## config.mk

```make
export PLATFORM = sky130hd
export DESIGN_NAME = icache_ctrl
export DESIGN_NICKNAME = d
export VERILOG_FILES = /design/src/common/icache_pkg.sv /design/src/icache/icache_ctrl.sv
export VERILOG_INCLUDE_DIRS = /design/src /design/src/common
export SDC_FILE = /design/constraint.sdc
export NUM_CORES = 1
export LEC_CHECK = 0
export BUFFER_PORTS_ARGS = -buffer_cell sky130_fd_sc_hd__buf_2
export CORE_MARGIN = 5
export CORE_UTILIZATION = 35
export DETAILED_ROUTE_END_ITERATION = 12
export PLACE_DENSITY = 0.73
export SKIP_LAST_GASP = 1
export SLEW_MARGIN = 15
export SYNTH_ARGS = -nofsm -noshare
export SYNTH_HDL_FRONTEND = slang
export SYNTH_SLANG_ARGS = --single-unit
```

## constraint.sdc

```tcl
create_clock -name clk -period 5.5 [get_ports clk]
set_clock_uncertainty 0.05 [all_clocks]
set_input_delay 0.275 -clock clk [delete_from_list [all_inputs] [get_ports clk]]
set_output_delay 0.275 -clock clk [all_outputs]
set_load 0.01 [all_outputs]
```

## src/common/icache_defines.svh

```systemverilog
`ifndef ICACHE_DEFINES_SVH
`define ICACHE_DEFINES_SVH

// cache geometry
`define ICACHE_WAYS        2
`define ICACHE_SETS        128
`define ICACHE_LINE_WORDS  8

`define ICACHE_ADDR_W      32
`define ICACHE_WORD_W      32

// pc bit positions
`define ICACHE_INDEX_LO    5
`define ICACHE_INDEX_HI    11
`define ICACHE_TAG_LO      12
`define ICACHE_PAIR_LO     3

// derived widths
`define ICACHE_INDEX_W     (`ICACHE_INDEX_HI - `ICACHE_INDEX_LO + 1)
`define ICACHE_PAIR_W      (`ICACHE_INDEX_HI - `ICACHE_PAIR_LO + 1)
`define ICACHE_TAG_W       (`ICACHE_ADDR_W - `ICACHE_TAG_LO)
`define ICACHE_BEAT_W      $clog2(`ICACHE_LINE_WORDS)

`endif

```

## src/common/icache_pkg.sv

```systemverilog
`include "icache_defines.svh"

package icache_pkg;

    // word 0 sits at pc, word 1 at pc+4
    typedef logic [1:0][`ICACHE_WORD_W-1:0] insn_pair_t;

    typedef struct packed {
        logic [`ICACHE_ADDR_W-1:0] pc;
    } fetch_req_t;

    typedef struct packed {
        logic [`ICACHE_ADDR_W-1:0] pc;
        insn_pair_t                insts;
    } fetch_rsp_t;

    typedef struct packed {
        logic [`ICACHE_TAG_W-1:0] tag;
    } tag_entry_t;

    // line aligned burst address
    typedef struct packed {
        logic [`ICACHE_ADDR_W-1:0] addr;
    } mem_req_t;

    typedef struct packed {
        logic [`ICACHE_INDEX_W-1:0] index;
        logic [`ICACHE_WAYS-1:0]    way;
    } inv_req_t;

    typedef struct packed {
        logic [`ICACHE_WAYS-1:0]   way;
        logic [`ICACHE_PAIR_W-1:0] pair_addr;
        insn_pair_t                data;
        tag_entry_t                tag;
        logic                      tag_we;
        logic                      data_we;
    } array_wr_t;

    typedef enum logic [1:0] {
        CTRL_IDLE,
        CTRL_ADDR,
        CTRL_FILL,
        CTRL_DONE
    } ctrl_state_e;

endpackage

```

## src/icache/icache_ctrl.sv

```systemverilog
`timescale 1ns/1ps
`include "icache_defines.svh"

module icache_ctrl
    import icache_pkg::*;
(
    input  logic                      clk,
    input  logic                      rst_n,
    // lookup side
    input  logic                      miss_i,
    input  logic [`ICACHE_ADDR_W-1:0] miss_pc_i,
    input  logic [`ICACHE_WAYS-1:0]   victim_i,
    input  logic                      busy_i,
    // memory bus
    output logic                      mem_req_valid_o,
    input  logic                      mem_req_ready_i,
    output mem_req_t                  mem_req_o,
    input  logic                      mem_data_valid_i,
    input  logic [`ICACHE_WORD_W-1:0] mem_data_i,
    // array writes
    output logic                      wr_valid_o,
    output array_wr_t                 wr_o,
    output logic                      fill_done_o,
    // invalidate
    input  logic                      inv_valid_i,
    output logic                      inv_ready_o,
    input  inv_req_t                  inv_i,
    output logic                      inv_valid_o,
    output inv_req_t                  inv_o,
    output logic                      inv_block_o
);

    ctrl_state_e               state_q;
    ctrl_state_e               state_d;
    logic [`ICACHE_BEAT_W-1:0] beat_q;
    logic [`ICACHE_ADDR_W-1:0] line_addr_q;
    logic [`ICACHE_WAYS-1:0]   way_q;
    logic [`ICACHE_WORD_W-1:0] lo_word_q;
    logic                      last_beat;
    logic                      inv_fire;

    assign last_beat = (beat_q == `ICACHE_BEAT_W'(`ICACHE_LINE_WORDS - 1));

    always_comb begin
        state_d = state_q;
        case (state_q)
            CTRL_IDLE: begin
                if (miss_i) begin
                    state_d = CTRL_ADDR;
                end
            end
            CTRL_ADDR: begin
                if (mem_req_ready_i) begin
                    state_d = CTRL_FILL;
                end
            end
            CTRL_FILL: begin
                if (mem_data_valid_i && last_beat) begin
                    state_d = CTRL_DONE;
                end
            end
            CTRL_DONE: begin
                state_d = CTRL_IDLE;
            end
            default: begin
                state_d = CTRL_IDLE;
            end
        endcase
    end

    always_ff @(posedge clk) begin
        if (!rst_n) begin
            state_q <= CTRL_IDLE;
            beat_q  <= '0;
        end else begin
            state_q <= state_d;
            if (state_q == CTRL_ADDR) begin
                beat_q <= '0;
            end else if (state_q == CTRL_FILL && mem_data_valid_i) begin
                beat_q <= beat_q + 1'b1;
            end
        end
    end

    // victim is latched with the miss, the repl bit flips on the last write
    always_ff @(posedge clk) begin
        if (state_q == CTRL_IDLE && miss_i) begin
            line_addr_q <= {miss_pc_i[`ICACHE_ADDR_W-1:`ICACHE_INDEX_LO],
                            {`ICACHE_INDEX_LO{1'b0}}};
            way_q       <= victim_i;
        end
        if (state_q == CTRL_FILL && mem_data_valid_i && !beat_q[0]) begin
            lo_word_q <= mem_data_i;
        end
    end

    assign mem_req_valid_o = (state_q == CTRL_ADDR);
    assign mem_req_o.addr  = line_addr_q;

    // odd beat completes a pair
    assign wr_valid_o = (state_q == CTRL_FILL) && mem_data_valid_i && beat_q[0];

    assign wr_o.way       = way_q;
    assign wr_o.pair_addr = {line_addr_q[`ICACHE_INDEX_HI:`ICACHE_INDEX_LO],
                             beat_q[`ICACHE_BEAT_W-1:1]};
    assign wr_o.data[0]   = lo_word_q;
    assign wr_o.data[1]   = mem_data_i;
    assign wr_o.tag.tag   = line_addr_q[`ICACHE_ADDR_W-1:`ICACHE_TAG_LO];
    assign wr_o.tag_we    = last_beat;
    assign wr_o.data_we   = 1'b1;

    assign fill_done_o = (state_q == CTRL_DONE);

    // invalidates only slip in while nothing is in flight
    assign inv_ready_o = (state_q == CTRL_IDLE) && !busy_i;
    assign inv_fire    = inv_valid_i && inv_ready_o;
    assign inv_valid_o = inv_fire;
    assign inv_o       = inv_i;
    assign inv_block_o = inv_fire;

endmodule

```

; ---- Word level (Yosys, flattened, before mapping)
; Cells that the tools add are included.
[word_totals]
reg_bits = 66
input_bits = 82
out_inout_bits = 144
elab_cells = 30
[classes]
n_addsub = 1
n_eq_ne = 7
muxes = 4
bitwise_logic = 1
n_reduce_logical = 12
[ops]
columns = operator, count
row1 = case mux 2 bit (4 select lines), 1
row2 = logical AND 1 bit, 7
row3 = two-way mux 2 bit, 3
row4 = == test 2 bit (second input constant), 2
row5 = inequality test 2 bit (second input constant), 2
row6 = adder 3 x 1 -> 3 bit (second input constant), 1
row7 = == test 3 bit (second input constant), 1
row8 = AND reduction 3 bit, 1
row9 = == test 2 x 1 -> 1 bit (second input constant), 1
row10 = logical NOT 1 bit, 2
row11 = logical NOT 2 bit, 1
row12 = inequality test 2 x 1 -> 1 bit (second input constant), 1
row13 = OR reduction 2 bit, 1
row14 = NOT 1 bit, 1

; ---- Logic depth before layout (Yosys ltp)
[logic_depth]
depth_word = 4
ltp_mapped = 5
ltp_nobuf = 5

; ---- Worst setup path after synthesis
; No wires, ideal clock.
[synth_timing]
kind = flip-flop to flip-flop
startpoint = register state_q[0]
endpoint = register lo_word_q[0] (enable)
setup_ns = 0.421
t_arrival_ns = 2.122
t_required_ns = 5.029
path_slack_ns = 2.907
stages_incl_launch_ff = 5
n_path_buf = 0
synth_period_minus_slack_ns = 2.593
cell_sequence = dfxtp_1 inv_1 ha_1 nand2_1 nor2_1
[synth_via]
elab_chain_cells = 3
[synth_lines]
columns = item, line_no
row1 = "start, declared", icache_ctrl.sv:33  ; ctrl_state_e state_q;
row2 = "start signal, assigned", icache_ctrl.sv:76  ; state_q <= state_d;
row3 = == test 2 bit, icache_ctrl.sv:92  ; if (state_q == CTRL_FILL && mem_data_valid_i && !beat_q[0]) begin
row4 = logical AND 1 bit (2 in series), icache_ctrl.sv:92
row5 = "end signal, assigned", icache_ctrl.sv:93  ; lo_word_q <= mem_data_i;
row6 = "end, declared", icache_ctrl.sv:38  ; logic [`ICACHE_WORD_W-1:0] lo_word_q;
; Every way passes these cells.
; A chain may end at the register's enable or synchronous reset.

; ---- Worst setup path in the final report
[layout_timing]
startpoint = register state_q[0]
endpoint = output port inv_block_o
[layout_via]
elab_chain_cells = 3
[layout_lines]
columns = item, line_no
row1 = logical NOT 2 bit, icache_ctrl.sv:115  ; assign inv_ready_o = (state_q == CTRL_IDLE) && !busy_i;
row2 = logical AND 1 bit, icache_ctrl.sv:115
row3 = logical AND 1 bit, icache_ctrl.sv:116  ; assign inv_fire = inv_valid_i && inv_ready_o;
row4 = "end, declared", icache_ctrl.sv:30  ; output logic inv_block_o
; Every way passes these cells.

==> impl_metrics.env <==
export IMPL_insertion_delay_ns=0.33
export IMPL_fmax_mhz=549.1
export IMPL_wl_um=5845
export IMPL_pin_count=226
export IMPL_antennaDiodeCount=0
export IMPL_leakage_nw=1.635
export IMPL_synth_avg_cell_area_um2=15.36
export IMPL_grt_usage=0.1118
export IMPL_combPwrFrac=0.235
export IMPL_post_cts_buffers=0
export IMPL_drtPass1Iterations=5
export IMPL_yosys_warnings=0
export IMPL_slowest_delay_ns=0.39
export IMPL_area_growth_pct=27.10
export IMPL_worstPathMaxFanout=4
export IMPL_total_power_mw=1.413
export IMPL_cts_sinks=66
export IMPL_finalSetupViolCount=0
export IMPL_status="complete, no violations"
export IMPL_ys_seq_area_frac=0.6986
export IMPL_drc=0
export IMPL_switching_share=0.2922
export IMPL_cts_root_buf="clkbuf_8"
export IMPL_critPathArrivalTime_ns=1.50
export IMPL_synth_compound_area_frac=0.01448
export IMPL_path_delay_family="flip-flops"
export IMPL_wl_per_cell_um=13.85
export IMPL_muxShareOfSynthArea=0.003620
export IMPL_p_per_area_nw_per_um2=402.0
export IMPL_syn_cell_area_um2=2765
export IMPL_drive_above_1_share=0.6719
export IMPL_die_w_um=98.89
export IMPL_crit_type="flip-flop to output port"
export IMPL_hold_viol_final=0
export IMPL_finalCritPeriodShare=0.3311
export IMPL_fin_nets=404
export IMPL_final_antenna_net_count=0
export IMPL_rrSetupSlack_ns=3.74
export IMPL_ir_drop_uv=156.2
export IMPL_finalCriticalPeriod_ns=1.821
export IMPL_overflow=0
export IMPL_grt_pass1_wl_um=8397
export IMPL_gp_congestion=0.7651
export IMPL_grt_max_degree=33
export IMPL_postCtsHoldBufs=0
export IMPL_io_buffers=196
export IMPL_path_buf_inv=2
export IMPL_dp_final_hpwl_um=4712
export IMPL_synth_seq_cells=66
export IMPL_clk_path_buf_depth=2
export IMPL_die_h_um=98.89
export IMPL_htreeDepth=3
export IMPL_synthXorXnorAreaFrac=0.003167
export IMPL_drv_slew=0
export IMPL_switchingPower_uw=412.9
export IMPL_vias=1745
export IMPL_yosysUniqueCellTypes=20
export IMPL_ctsResizeCount=0
export IMPL_dieArea_um2=9778
export IMPL_max_cap_violations=0
export IMPL_rows=32
export IMPL_antenna_found_initial=0
export IMPL_clk_pin_slew_ns=0.08
export IMPL_p_seq_frac=0.485
export IMPL_crit_chain="inv_1 > ha_1 > nor2b_1 > and2_1 > buf_2"
export IMPL_cp_end_kind="output port"
export IMPL_core_area_um2=7727
export IMPL_grt_pass1_vias=1756
export IMPL_hold_class="input port to flip-flop"
export IMPL_start_kind="flip-flop"
export IMPL_synth_adder_area_share=0.03167
export IMPL_cts_tree="yes"
export IMPL_synth_top_family_by_area="buffers and inverters"
export IMPL_regArea_um2=1932
export IMPL_crit_required_ns=5.18
export IMPL_pwr_share_clk=0.280
export IMPL_rsz0062_at_grt="no"
export IMPL_internal_power_mw=1.000
export IMPL_synth_simple_area_share=0.02851
export IMPL_synthCells=180
export IMPL_final_fill_count=729
export IMPL_drt_iter0_drc=48
export IMPL_multiInputGateArea_um2=250.2
export IMPL_cts_made_buffers=9
export IMPL_via_per_inst=4.135
export IMPL_start_util=0.3578
export IMPL_fin_tns_setup_ns=0
export IMPL_crit_path_top_delay_cell="dfxtp_1"
## worst paths after layout
kind,cells after the start,end,startpoint
worst max register to register,5,lo_word_q[30],state_q[0]
worst min register to register,2,beat_q[1],beat_q[1]
worst max-delay path,5,inv_block_o,state_q[0]
worst min-delay path,1,mem_req_o[13],miss_pc_i[13]
## area by class of cell
class / count / share of cell area
clock buffers: 10 / 0.03631
clock inverters: 6 / 0.01887
inverters: 4 / 0.004272
multi-input cells: 36 / 0.07120
flip-flops and latches: 66 / 0.5497
well taps: 102 / 0.03631
repair buffers: 198 / 0.2834
## per-stage QoR
| stage | cells | util | hold slack (ns) | setup slack, ns | cell area, um^2 |
|---|---|---|---|---|---|
| 2_1_floorplan | 184 | - | 0.3239 | 2.907 | 2780 |
| 3_3_place_gp | 406 | 0.4297 | 0.4021 | 3.778 | 3321 |
| 3_5_place_dp | 406 | 0.4297 | 0.4032 | 3.732 | 3321 |
| 4_1_cts | 422 | 0.4548 | 0.03102 | 3.651 | 3515 |
| 5_1_grt | 422 | 0.4548 | 0.02732 | 3.576 | 3515 |
| 6_report | 422 | 0.4548 | 0.05762 | 3.679 | 3515 |
## cell usage in the layout, fill, tap and decap left out, drive strengths merged
| cell | synthesis | layout |
|---|---|---|
| and3 | 1 | 1 |
| dfxtp | 5 | 5 |
| nor2 | 2 | 2 |
| a21oi | 2 | 2 |
| or2 | 1 | 1 |
| a22o | 1 | 1 |
| clkinvlp | 0 | 2 |
| mux2i | 1 | 1 |
| ha | 7 | 7 |
| buf | 78 | 198 |
| nand2 | 6 | 6 |
| edfxtp | 61 | 61 |
| and2 | 2 | 2 |
| inv | 4 | 5 |
| nor2b | 1 | 1 |
| o221a | 1 | 1 |
| clkbuf | 0 | 10 |
| a222oi | 1 | 1 |
| clkinv | 0 | 2 |
| bufinv | 0 | 1 |
| conb | 2 | 6 |
| nand2b | 1 | 1 |
| nand3 | 2 | 2 |
| xor2 | 1 | 1 |
## layer usage
metal / GRT usage / part of all wire / vias to the layer above
li1: - / - / 806
met1: 0.1179 / 0.35 / 783
met5: 0 / 0 / -
met3: 0.05449 / 0.16 / 12
met2: 0.1808 / 0.47 / 144
met4: 0.06513 / 0.019 / 0
## power groups by stage
stage / combinational (mW) / sequential [mW] / clock [mW]
4_1_cts: 0.339 / 0.688 / 0.414
5_1_grt: 0.357 / 0.697 / 0.438
2_1_floorplan: 0.198 / 0.741 / 0
3_3_place_gp: 0.335 / 0.695 / 0
6_report: 0.332 / 0.685 / 0.395
3_5_place_dp: 0.338 / 0.699 / 0
## kinds of logic (layout without fill, tap and decap cells)
group	count (synthesis)	after routing
xor gates and xnor gates	1	1
DFF	66	66
buffers and inverters	82	218
adders and majority gates	7	7
and+or+nand+nor	16	16
AOI/OAI and AO/OA	5	5
other	2	6
muxes	1	1
## state kept, by name, indices dropped and copies added (netlist names)
signal,count
lo_word_q,32
way_q,2
beat_q,3
mem_req_o,27
state_q,2
## cells in the mapped netlist
cell type  count  share of area
and2_1         2         0.0045
a22o_1         1         0.0032
conb_1         2         0.0027
nand2_1        6         0.0081
buf_4         78           0.21
o221a_1        1         0.0041
nand2b_1       1         0.0023
mux2i_1        1         0.0036
nand3_1        2         0.0036
nor2b_1        1         0.0023
nor2_1         2         0.0027
a21oi_1        2         0.0036
or2_2          1         0.0023
edfxtp_1      61           0.66
dfxtp_1        5          0.036
a222oi_1       1         0.0036
xor2_1         1         0.0032
and3_2         1         0.0027
ha_1           7          0.032
inv_1          4         0.0054
No activity file was read; power rests on OpenSTA's default activity.
