`config.mk`:
```
export PLATFORM = sky130hd
export DESIGN_NAME = icache_lookup
export DESIGN_NICKNAME = d
export VERILOG_FILES = /design/src/common/icache_pkg.sv /design/src/icache/icache_lookup.sv
export VERILOG_INCLUDE_DIRS = /design/src /design/src/common
export SDC_FILE = /design/constraint.sdc
export NUM_CORES = 1
export LEC_CHECK = 0
export ABC_AREA = 1
export BUFFER_PORTS_ARGS = -buffer_cell sky130_fd_sc_hd__buf_4
export CORE_AREA = 2 2 143 145
export DETAILED_ROUTE_END_ITERATION = 6
export DIE_AREA = 0 0 145 147
export SYNTH_ARGS = -nofsm -noshare
export SYNTH_HDL_FRONTEND = slang
export SYNTH_SLANG_ARGS = --single-unit
```
`constraint.sdc`:
```
create_clock -name clk -period 3.3 [get_ports clk]
set_clock_uncertainty 0.2 [all_clocks]
set_input_delay 0.165 -clock clk [delete_from_list [all_inputs] [get_ports clk]]
set_output_delay 0.165 -clock clk [all_outputs]
set_load 0.02 [all_outputs]
```
`src/common/icache_defines.svh`:
```
`ifndef ICACHE_DEFINES_SVH
`define ICACHE_DEFINES_SVH

// cache geometry
`define ICACHE_WAYS        2
`define ICACHE_SETS        128
`define ICACHE_LINE_WORDS  8

`define ICACHE_ADDR_W      32
`define ICACHE_WORD_W      32

// pc bit positions
`define ICACHE_INDEX_LO    5
`define ICACHE_INDEX_HI    11
`define ICACHE_TAG_LO      12
`define ICACHE_PAIR_LO     3

// derived widths
`define ICACHE_INDEX_W     (`ICACHE_INDEX_HI - `ICACHE_INDEX_LO + 1)
`define ICACHE_PAIR_W      (`ICACHE_INDEX_HI - `ICACHE_PAIR_LO + 1)
`define ICACHE_TAG_W       (`ICACHE_ADDR_W - `ICACHE_TAG_LO)
`define ICACHE_BEAT_W      $clog2(`ICACHE_LINE_WORDS)

`endif

```
`src/common/icache_pkg.sv`:
```
`include "icache_defines.svh"

package icache_pkg;

    // word 0 sits at pc, word 1 at pc+4
    typedef logic [1:0][`ICACHE_WORD_W-1:0] insn_pair_t;

    typedef struct packed {
        logic [`ICACHE_ADDR_W-1:0] pc;
    } fetch_req_t;

    typedef struct packed {
        logic [`ICACHE_ADDR_W-1:0] pc;
        insn_pair_t                insts;
    } fetch_rsp_t;

    typedef struct packed {
        logic [`ICACHE_TAG_W-1:0] tag;
    } tag_entry_t;

    // line aligned burst address
    typedef struct packed {
        logic [`ICACHE_ADDR_W-1:0] addr;
    } mem_req_t;

    typedef struct packed {
        logic [`ICACHE_INDEX_W-1:0] index;
        logic [`ICACHE_WAYS-1:0]    way;
    } inv_req_t;

    typedef struct packed {
        logic [`ICACHE_WAYS-1:0]   way;
        logic [`ICACHE_PAIR_W-1:0] pair_addr;
        insn_pair_t                data;
        tag_entry_t                tag;
        logic                      tag_we;
        logic                      data_we;
    } array_wr_t;

    typedef enum logic [1:0] {
        CTRL_IDLE,
        CTRL_ADDR,
        CTRL_FILL,
        CTRL_DONE
    } ctrl_state_e;

endpackage

```
`src/icache/icache_lookup.sv`:
```
`timescale 1ns/1ps
`include "icache_defines.svh"

module icache_lookup
    import icache_pkg::*;
(
    input  logic                          clk,
    input  logic                          rst_n,
    // fetch request
    input  logic                          req_valid_i,
    output logic                          req_ready_o,
    input  fetch_req_t                    req_i,
    // fetch response
    output logic                          rsp_valid_o,
    input  logic                          rsp_ready_i,
    output fetch_rsp_t                    rsp_o,
    // array read
    output logic                          re_o,
    output logic [`ICACHE_ADDR_W-1:0]     rpc_o,
    input  tag_entry_t [`ICACHE_WAYS-1:0] tags_i,
    input  logic [`ICACHE_WAYS-1:0]       valids_i,
    input  insn_pair_t [`ICACHE_WAYS-1:0] data_i,
    // controller
    output logic                          miss_o,
    output logic [`ICACHE_ADDR_W-1:0]     miss_pc_o,
    input  logic                          fill_done_i,
    output logic                          busy_o,
    input  logic                          inv_block_i
);

    logic                      active_q;
    logic                      s2_valid_q;
    logic [`ICACHE_ADDR_W-1:0] s2_pc_q;
    logic [`ICACHE_WAYS-1:0]   hit_way;
    logic                      hit;
    logic                      req_fire;
    logic                      rsp_fire;
    insn_pair_t                hit_data;

    // request side opens after reset
    always_ff @(posedge clk) begin
        if (!rst_n) begin
            active_q <= 1'b0;
        end else begin
            active_q <= 1'b1;
        end
    end

    for (genvar w = 0; w < `ICACHE_WAYS; w++) begin : g_cmp
        assign hit_way[w] = valids_i[w] &&
                            (tags_i[w].tag == s2_pc_q[`ICACHE_ADDR_W-1:`ICACHE_TAG_LO]);
    end

    assign hit = |hit_way;

    always_comb begin
        hit_data = '0;
        for (int w = 0; w < `ICACHE_WAYS; w++) begin
            if (hit_way[w]) begin
                hit_data = hit_data | data_i[w];
            end
        end
    end

    assign rsp_valid_o = s2_valid_q && hit;
    assign rsp_fire    = rsp_valid_o && rsp_ready_i;

    // stage 2 frees up on the same edge its response is taken
    assign req_ready_o = active_q && !inv_block_i && (!s2_valid_q || rsp_fire);
    assign req_fire    = req_valid_i && req_ready_o;

    // replay reads the held pc once the line is in
    assign re_o  = req_fire || fill_done_i;
    assign rpc_o = fill_done_i ? s2_pc_q : req_i.pc;

    always_ff @(posedge clk) begin
        if (!rst_n) begin
            s2_valid_q <= 1'b0;
        end else if (req_fire) begin
            s2_valid_q <= 1'b1;
        end else if (rsp_fire) begin
            s2_valid_q <= 1'b0;
        end
    end

    always_ff @(posedge clk) begin
        if (req_fire) begin
            s2_pc_q <= req_i.pc;
        end
    end

    assign rsp_o.pc    = s2_pc_q;
    assign rsp_o.insts = hit_data;

    assign miss_o    = s2_valid_q && !hit;
    assign miss_pc_o = s2_pc_q;
    assign busy_o    = s2_valid_q;

endmodule

```
Word level (Yosys, flattened, before mapping)
Cells that the tools add are included.
Widths: inputs -> output; s select.
Operators by class
  add/sub/neg operators: 0
  $mul: 0
  divide/modulo/power cells: 0
  $lt $le $gt $ge: 0
  equality and inequality tests: 2
  shift operators: 0
  muxes and demuxes: 6
  bitwise operators: 1
  reductions and logical operators: 15
Operators with widths (number)
  $mux 64: 2
  $or 64x64->64: 1
  $eq 20x20->1: 2
  $mux 32: 1
  $logic_and 1x1->1: 8
  $logic_not 1->1: 3
  $mux 1: 3
  $logic_or 1x1->1: 2
  $reduce_bool 2->1: 1
  $reduce_or 2->1: 1
Storage, ports and cells
  flip-flop bits (word level): 34
  bits in latches: 0
  RAM bits: 0
  ROM bits: 0
  input port bits: 208
  output and inout port bits: 165
  logic and storage cells: 27
  memories: 0

Depth between registers and ports, before layout
Gate-level depths: netlist of the first run.
  depth after elaboration: 9
  mapped depth: 13
  depth with buffers taken out: 13

Worst setup path after synthesis of the first run
No wires, ideal clock.
  path type: register -> register
  from: register s2_pc_q[15], in the netlist miss_pc_o[15]
  to: register s2_pc_q[0], in the netlist miss_pc_o[0], enable pin
  library setup time: 387 ps
  data arrival time: 1960 ps
  required time: 2713 ps
  path slack: 753 ps
  stages on the path, launching flop included: 13
  path buffers: 0
  period minus slack after synthesis: 2547 ps
  cells stage by stage: edfxtp_1 -> inv_1 -> nand2_1 -> nand2_1 -> nor2_1 -> nand2_1 -> nor2_1 -> nand3_2 -> nand2_1 -> nand2_1 -> nand2_1 -> nand3_1 -> inv_1
Between the ends
  word-level cells in the longest chain between the ends: 8
  elaborated cells between the ends (all ways): 10
RTL lines
  start, declared: line icache_lookup.sv:33  | logic [`ICACHE_ADDR_W-1:0] s2_pc_q;
  start signal, assigned: line icache_lookup.sv:88  | s2_pc_q <= req_i.pc;
  $eq 20x20->1: line icache_lookup.sv:51  | (tags_i[w].tag == s2_pc_q[`ICACHE_ADDR_W-1:`ICACHE_TAG_LO]);
  $logic_and 1x1->1: line icache_lookup.sv:50  | assign hit_way[w] = valids_i[w] &&
  $reduce_or 2->1 *: line icache_lookup.sv:54  | assign hit = |hit_way;
  $logic_and 1x1->1 *: line icache_lookup.sv:65  | assign rsp_valid_o = s2_valid_q && hit;
  $logic_and 1x1->1 *: line icache_lookup.sv:66  | assign rsp_fire = rsp_valid_o && rsp_ready_i;
  $logic_or 1x1->1 *: line icache_lookup.sv:69  | assign req_ready_o = active_q && !inv_block_i && (!s2_valid_q || rsp_fire);
  $logic_and 1x1->1 *: line icache_lookup.sv:69
  $logic_and 1x1->1 *: line icache_lookup.sv:70  | assign req_fire = req_valid_i && req_ready_o;
  net req_fire: line icache_lookup.sv:36  | logic req_fire;
The timed path passes the listed nets; every way through them passes the cells marked *.
A chain may end at the register's enable or synchronous reset.

==> results.txt, run 1 <==
----------------------------------------------------
[Die]
  Initial standard-cell utilization of the core ... 0.189
  Placeable core region ... 0.0198 mm²
  Number of cell rows ... 52
  Die outline height ... 147 µm
  Die area ... 0.0213 mm²
  Number of ports placed on the die boundary ... 373
  Chip width ... 145 µm

[Logic synthesis]
  Avg Cell Area, Syn ... 6.59 µm²
  Synthesized flop and latch total ... 34
  Post-synth top area share ... 0.256
  Part of the Yosys area used for sequential elements ... 0.267
  Cell type with the largest total area after synthesis ... sky130_fd_sc_hd__edfxtp_1
  Net count of the mapped netlist ... 777
  Cells taking the most area after synthesis ... sky130_fd_sc_hd__edfxtp_1, sky130_fd_sc_hd__nand2_1, sky130_fd_sc_hd__inv_1
  Distinct cell type count after synthesis ... 20
  Synthesized area ... 0.00375 mm²
  Yosys warning total ... 0
  Gate count of the mapped netlist ... 569

[Setup path]
  Most numerous cell on the critical path ... sky130_fd_sc_hd__nand2_1
  Arrival time of the worst setup path ... 2.58 ns
  Cell with the biggest individual delay on the critical path ... sky130_fd_sc_hd__buf_4
  Maximum fanout encountered on the critical timing path ... 65
  Startpoint class of the critical path ... flip-flop
  Crit path max-delay family ... buffers and inverters
  Worst Setup Path Type ... reg -> out
  Series of cell instances along the critical path ... inv_2 -> nand2_1 -> nand2_1 -> nor2_1 -> nand2_1 -> nor2_1 -> nand3_4 -> buf_4 -> o22ai_1 -> buf_4
  Worst Path Required ... 2.93 ns
  Nature of the critical path endpoint ... primary output
  CP max stage delay ... 0.68 ns
  Critical path buffer and inverter count ... 3

[Route]
  Detailed Routing Iterations Pass 1 ... 4
  Vias after detailed routing ... 4755
  Average detailed-routed wire length per instance ... 15.8 µm
  Post-route DRC violation count ... 0
  Starting DRC count in detailed routing ... 163
  Vias per cell ... 3.95
  DRT Wirelength ... 19100 µm
  DRT antenna net count ... 0

[Timing]
  Maximum frequency from static timing analysis ... 340 MHz
  Unrepaired setup endpoints after global routing ... false
  Period utilisation layout ... 0.892
  Worst relative slew slack ... 0.348
  Tightest Pin Transition ... 0.978 ns
  Final number of setup-violating endpoints ... 0
  Clock period minus final worst setup slack ... 2.94 ns
  Pins Over Slew Limit ... 0
  Setup TNS after final layout ... 0 ns
  Hold Violations, Final ... 0

[Global route]
  Maximum number of pins on one net before global-route repair ... 66
  Total congestion overflow after global routing ... 0
  Antenna violations before repair ... 0
  Via count of the first global-routing pass ... 4707
  First-pass GRT wire length ... 27900 µm
  All-Layer GR Usage ... 0.170

[Clock network]
  Buffer count from post-CTS setup fixing ... 0
  CTS root buffer ... sky130_fd_sc_hd__clkbuf_16
  Post-cts sizing count ... 0
  Maximum buffer depth of the clock tree ... 2
  Clock latency on the worst-skew pair ... 0.28 ns
  Hold bufs inserted after CTS ... 33
  Register clock-pin slew on the reported worst setup and hold paths ... 0.06 ns
  Number of buffers created by CTS ... 5
  Total number of H-tree levels ... 2
  Sinks on Clock Net ... 34
  Clock tree from TritonCTS ... built

[Power and ir drop]
  Largest voltage drop on the vdd net ... 0.243 mV
  Overall power ... 1.67 mW
  Lkg Pwr ... 4.13 nW
  Total power divided by cell area ... 237 mW/mm²

[Final layout]
  Post-Layout Cell Count ... 1205
  Net total in the final layout ... 1142
  Synthesis-to-finish area growth ... 88.3%
  Fraction of final layout cells with drive strength greater than 1 ... 0.490
  Antenna diode count ... 0

[Placement]
  Count of placed standard cells including taps ... 1164
  Count of buffers from port buffering ... 372
  Detailed placement HPWL ... 15900 µm
  Weighted congestion at the end of routability-driven global placement ... 0.804

[Outcome]
  Status ... completed

[Hold path]
  Class of the most critical hold timing path ... in -> reg

[Flow run]
  Maxcap violations ... 0

----------------------------------------------------
-- sequential cells by signal, summed over array words and instances, names as in the netlist --
name	count
active_q	1
busy_o	1
miss_pc_o	32
-- per-stage QoR --
stage	utilization	hold slack [ns]	cell area, µm²	worst slack [ns]
after floorplan	-	-0.00728	3750	0.753
after global placement	0.330	0.0852	6540	0.456
after detailed placement	0.330	0.0819	6540	0.489
after CTS	0.356	0.0300	7060	0.294
after global routing	0.356	0.101	7060	0.213
final	0.356	0.0393	7060	0.356
-- cell usage after synthesis, drive strengths merged --
master / count
a21oi: 1
buf: 46
clkbuf: 6
clkinv: 1
dfxtp: 2
edfxtp: 32
inv: 185
nand2: 169
nand3: 7
nor2: 25
o21ai: 25
o22ai: 64
or2: 4
xnor2: 2
-- worst register-to-register path: cells and delay by family, from the launching register on --
kind / cells / cell delay, ns
buffers and inverters: 2 / 0.43
XOR/XNOR: 1 / 0.31
flip-flops: 1 / 0.53
AND/OR/NAND/NOR: 7 / 0.87
-- cells in the final DEF, fill, tap and decap left out --
cell type and n:
sky130_fd_sc_hd__buf_4 377, sky130_fd_sc_hd__nand2_1 169, sky130_fd_sc_hd__inv_1 167, sky130_fd_sc_hd__o22ai_2 49, sky130_fd_sc_hd__dlygate4sd3_1 33, sky130_fd_sc_hd__edfxtp_1 32
sky130_fd_sc_hd__nor2_1 25, sky130_fd_sc_hd__o21ai_0 22, sky130_fd_sc_hd__inv_2 18, sky130_fd_sc_hd__o22ai_1 15, sky130_fd_sc_hd__nand3_1 5, sky130_fd_sc_hd__clkbuf_16 5
sky130_fd_sc_hd__or2_2 4, sky130_fd_sc_hd__o21ai_1 3, sky130_fd_sc_hd__xnor2_1 2, sky130_fd_sc_hd__nand3_4 2, sky130_fd_sc_hd__clkinv_1 2, sky130_fd_sc_hd__dfxtp_1 2
sky130_fd_sc_hd__bufinv_16 2, sky130_fd_sc_hd__a21oi_2 1
-- kinds of logic after synthesis --
family	synth area share
XOR/XNOR	0.00467
flip-flops	0.267
AND/OR/NAND/NOR	0.213
buffers and inverters	0.291
AO/OA/AOI/OAI	0.224
-- power breakdown --
group / leakage, nW / switching (mW) / internal, mW
Combinational: 3.73 / 0.249 / 0.291
Clock: 0.0915 / 0.200 / 0.431
Sequential: 0.310 / 0.0150 / 0.488
-- area by class of cell --
class,instances,area (µm²)
flip-flops and latches,34,1000
repair buffers,410,3160
well taps,270,338
clock buffers,5,125
clock inverters,3,63.8
inverters,186,698
multi-input cells,297,1670
fillers,2147,12800
-- path summary, 6_finish.rpt --
path | slack, ns | start | to | cells past startpoint
max | 0.36 | miss_pc_o[27] | rsp_o[0] | 10
max reg2reg | 0.61 | miss_pc_o[27] | miss_pc_o[6] | 10
min | 0.04 | req_valid_i | busy_o | 5
min reg2reg | 0.42 | active_q | busy_o | 6
-- routing by layer --
| layer | GRT usage | wire [µm] |
|---|---|---|
| met3 | 0.0472 | 1380 |
| met1 | 0.199 | 7750 |
| met2 | 0.301 | 9420 |
| met4 | 0.0554 | 538 |
| met5 | 0 | 0 |
(Power assumes the default switching activity.)
==> run 2: changes to the inputs <==
--- a/config.mk
+++ b/config.mk
@@ -6,11 +6,11 @@
 export SDC_FILE = /design/constraint.sdc
 export NUM_CORES = 1
 export LEC_CHECK = 0
-export ABC_AREA = 1
+export ABC_AREA = 0
 export BUFFER_PORTS_ARGS = -buffer_cell sky130_fd_sc_hd__buf_4
-export CORE_AREA = 2 2 143 145
+export CORE_AREA = 2 2 146 148
 export DETAILED_ROUTE_END_ITERATION = 6
-export DIE_AREA = 0 0 145 147
+export DIE_AREA = 0 0 148 150
 export SYNTH_ARGS = -nofsm -noshare
 export SYNTH_HDL_FRONTEND = slang
 export SYNTH_SLANG_ARGS = --single-unit
==> results.txt, run 2 <==
----------------------------------------------------
[Outcome]
  Status ... completed

[Final layout]
  Number of fillers in the final layout ... 2149
  Antenna diode count ... 0
  Top library cells by usage in the layout, fill and taps aside ... sky130_fd_sc_hd__buf_4, sky130_fd_sc_hd__a22o_1, sky130_fd_sc_hd__dlygate4sd3_1, sky130_fd_sc_hd__mux2_2, sky130_fd_sc_hd__edfxtp_1
  Net total in the final layout ... 844
  Fraction of final layout cells with drive strength greater than 1 ... 0.670
  Most common cell after layout, fill and taps aside ... sky130_fd_sc_hd__buf_4
  Number of flip-flops in the largest register ... 32
  Synthesis-to-finish area growth ... 116%
  Post-layout instance area ... 0.00632 mm²

[Timing]
  Clock period minus final worst setup slack ... 3.21 ns
  Setup TNS after final layout ... 0 ns
  Smallest hold slack ... 0.0447 ns
  Period utilisation layout ... 0.971
  Final number of setup-violating endpoints ... 0
  Worst relative slew slack ... 0.584
  Pins Over Slew Limit ... 0
  Tightest Pin Transition ... 0.624 ns
  Maximum frequency from static timing analysis ... 312 MHz
  Unrepaired setup endpoints after global routing ... false
  Hold Violations, Final ... 0

[Placement]
  Count of buffers from port buffering ... 372
  Weighted congestion at the end of routability-driven global placement ... 0.877
  Placed Area ... 0.00576 mm²
  Detailed placement HPWL ... 14700 µm

[Logic synthesis]
  Synthesized flop and latch total ... 34
  Ys flop type ... sky130_fd_sc_hd__edfxtp_1
  Number of enable-type register cells in the synthesized netlist ... 32
  Yosys warning total ... 0
  Distinct cell type count after synthesis ... 29
  Net count of the mapped netlist ... 472
  Part of the Yosys area used for sequential elements ... 0.341
  Most used standard cells in the synthesized netlist ... sky130_fd_sc_hd__a22o_1, sky130_fd_sc_hd__buf_4, sky130_fd_sc_hd__edfxtp_1, sky130_fd_sc_hd__mux2_2, sky130_fd_sc_hd__xnor2_1
  Avg Cell Area, Syn ... 11.1 µm²
  Gate count of the mapped netlist ... 264
  Ys async rst share ... 0
  Post-synth top area share ... 0.328
  Cells taking the most area after synthesis ... sky130_fd_sc_hd__edfxtp_1, sky130_fd_sc_hd__a22o_1, sky130_fd_sc_hd__mux2_2
  Synthesized area ... 0.00293 mm²
  Cell type with the largest total area after synthesis ... sky130_fd_sc_hd__edfxtp_1
  Most instantiated library cell after synthesis ... sky130_fd_sc_hd__a22o_1

[Clock network]
  Clock latency on the worst-skew pair ... 0.28 ns
  Number of buffers created by CTS ... 5
  Total number of H-tree levels ... 2
  CTS root buffer ... sky130_fd_sc_hd__clkbuf_16
  Clock tree from TritonCTS ... built
  Register clock-pin slew on the reported worst setup and hold paths ... 0.05 ns
  Maximum buffer depth of the clock tree ... 2
  Sinks on Clock Net ... 34

[Setup path]
  Arrival time of the worst setup path ... 2.84 ns
  Maximum fanout encountered on the critical timing path ... 65
  Nature of the critical path endpoint ... primary output
  Worst Setup Path Type ... reg -> out
  Startpoint class of the critical path ... flip-flop
  Worst Path Required ... 2.93 ns

[Route]
  Detailed Routing Iterations Pass 1 ... 4
  Post-route DRC violation count ... 0
  Average detailed-routed wire length per instance ... 19.9 µm
  Starting DRC count in detailed routing ... 76
  DRT Wirelength ... 18100 µm
  DRT antenna net count ... 0
  Vias after detailed routing ... 3767
  Vias per cell ... 4.14

[Global route]
  Maximum number of pins on one net before global-route repair ... 66
  Total congestion overflow after global routing ... 0
  All-Layer GR Usage ... 0.149
  Via count of the first global-routing pass ... 3743
  First-pass GRT wire length ... 24100 µm
  Antenna violations before repair ... 0

[Die]
  Initial standard-cell utilization of the core ... 0.142
  Placeable core region ... 0.0207 mm²
  Die area ... 0.0222 mm²
  Chip width ... 148 µm
  Die outline height ... 150 µm
  Number of cell rows ... 53
  Number of ports placed on the die boundary ... 373

[Power and ir drop]
  Total power divided by cell area ... 231 mW/mm²
  Largest voltage drop on the vdd net ... 0.188 mV
  Overall power ... 1.46 mW
  Lkg Pwr ... 2.95 nW

[Hold path]
  Class of the most critical hold timing path ... in -> reg

[Flow run]
  Maxcap violations ... 0

----------------------------------------------------
## run 2: cell count changes after synthesis, moves of 18 or more
cell | before | now
sky130_fd_sc_hd__inv_1 | 167 | 2
sky130_fd_sc_hd__nand2_1 | 169 | 4
sky130_fd_sc_hd__a22o_1 | 0 | 64
sky130_fd_sc_hd__o22ai_2 | 49 | 0
sky130_fd_sc_hd__mux2_2 | 0 | 32
sky130_fd_sc_hd__nor2_1 | 25 | 0
sky130_fd_sc_hd__xnor2_1 | 2 | 26
sky130_fd_sc_hd__o21ai_0 | 22 | 0
sky130_fd_sc_hd__inv_2 | 18 | 0
## run 2: power by group
part           internal [mW]  total, mW  leakage [nW]  switching (mW)
clock                  0.273      0.451        0.0694           0.178
sequential             0.488      0.504         0.310          0.0162
combinational          0.295      0.504          2.57           0.209
total                   1.06       1.46          2.95           0.403
## run 2: final timing paths
check                start            end  slack (ns)  cells past startpoint
max          miss_pc_o[22]      rsp_o[57]        0.09                      7
min            rsp_ready_i         busy_o        0.04                      3
max reg2reg  miss_pc_o[12]  miss_pc_o[21]        0.28                      6
min reg2reg         busy_o         busy_o        0.44                      1
## run 2: critical path, cell delays in order (launching register included)
cell and delay, ns:
sky130_fd_sc_hd__edfxtp_1 0.49, sky130_fd_sc_hd__xor2_1 0.22, sky130_fd_sc_hd__or4_1 0.52, sky130_fd_sc_hd__nor4_1 0.31, sky130_fd_sc_hd__and4_2 0.30, sky130_fd_sc_hd__buf_12 0.27
sky130_fd_sc_hd__a22o_1 0.26, sky130_fd_sc_hd__buf_4 0.17
## run 2: stage by stage
step / std cells / worst slack [ns] / util
6_report: 911 / 0.0945 / 0.306
5_1_grt: 911 / 0.00926 / 0.306
4_1_cts: 906 / 0.00152 / 0.303
3_5_place_dp: 864 / 0.0977 / 0.279
3_3_place_gp: 864 / 0.0754 / 0.279
2_1_floorplan: 264 / 0.0991 / -
## run 2: final cells by class
class | instances | area (µm²) | area share
inverter | 2 | 7.51 | 0.00119
tap | 275 | 344 | 0.0544
clock buffer | 5 | 125 | 0.0198
clock inverter | 2 | 10.0 | 0.00158
timing repair buffer | 415 | 3260 | 0.516
sequential | 34 | 1000 | 0.158
multi-input combinational | 178 | 1580 | 0.249
## run 2: timing repair
item,CTS,global route
resized for setup,1,2
setup endpoints to repair,65,49
setup buffers,1,5
hold buffers,33,0
hold endpoints to repair,34,0
cloned,1,0
## run 2: logic make-up (layout without fill, tap and decap cells)
| family | Yosys count | in the layout | synth area share |
|---|---|---|---|
| multiplexers | 32 | 32 | 0.123 |
| flip-flops | 34 | 34 | 0.341 |
| buffers and inverters | 52 | 424 | 0.131 |
| AO/OA/AOI/OAI | 70 | 70 | 0.206 |
| AND/OR/NAND/NOR | 36 | 36 | 0.0785 |
| XOR/XNOR | 40 | 40 | 0.120 |
## run 2: metal layers
metal  wire length [µm]  global-route usage  up-vias  share of wire
met3               1720              0.0393        5          0.095
li1                   -                   -     1737              -
met1               6510               0.161     1770           0.36
met4                129              0.0257        0         0.0071
met2               9770               0.293      255           0.54
met5                  0                   0        -              0
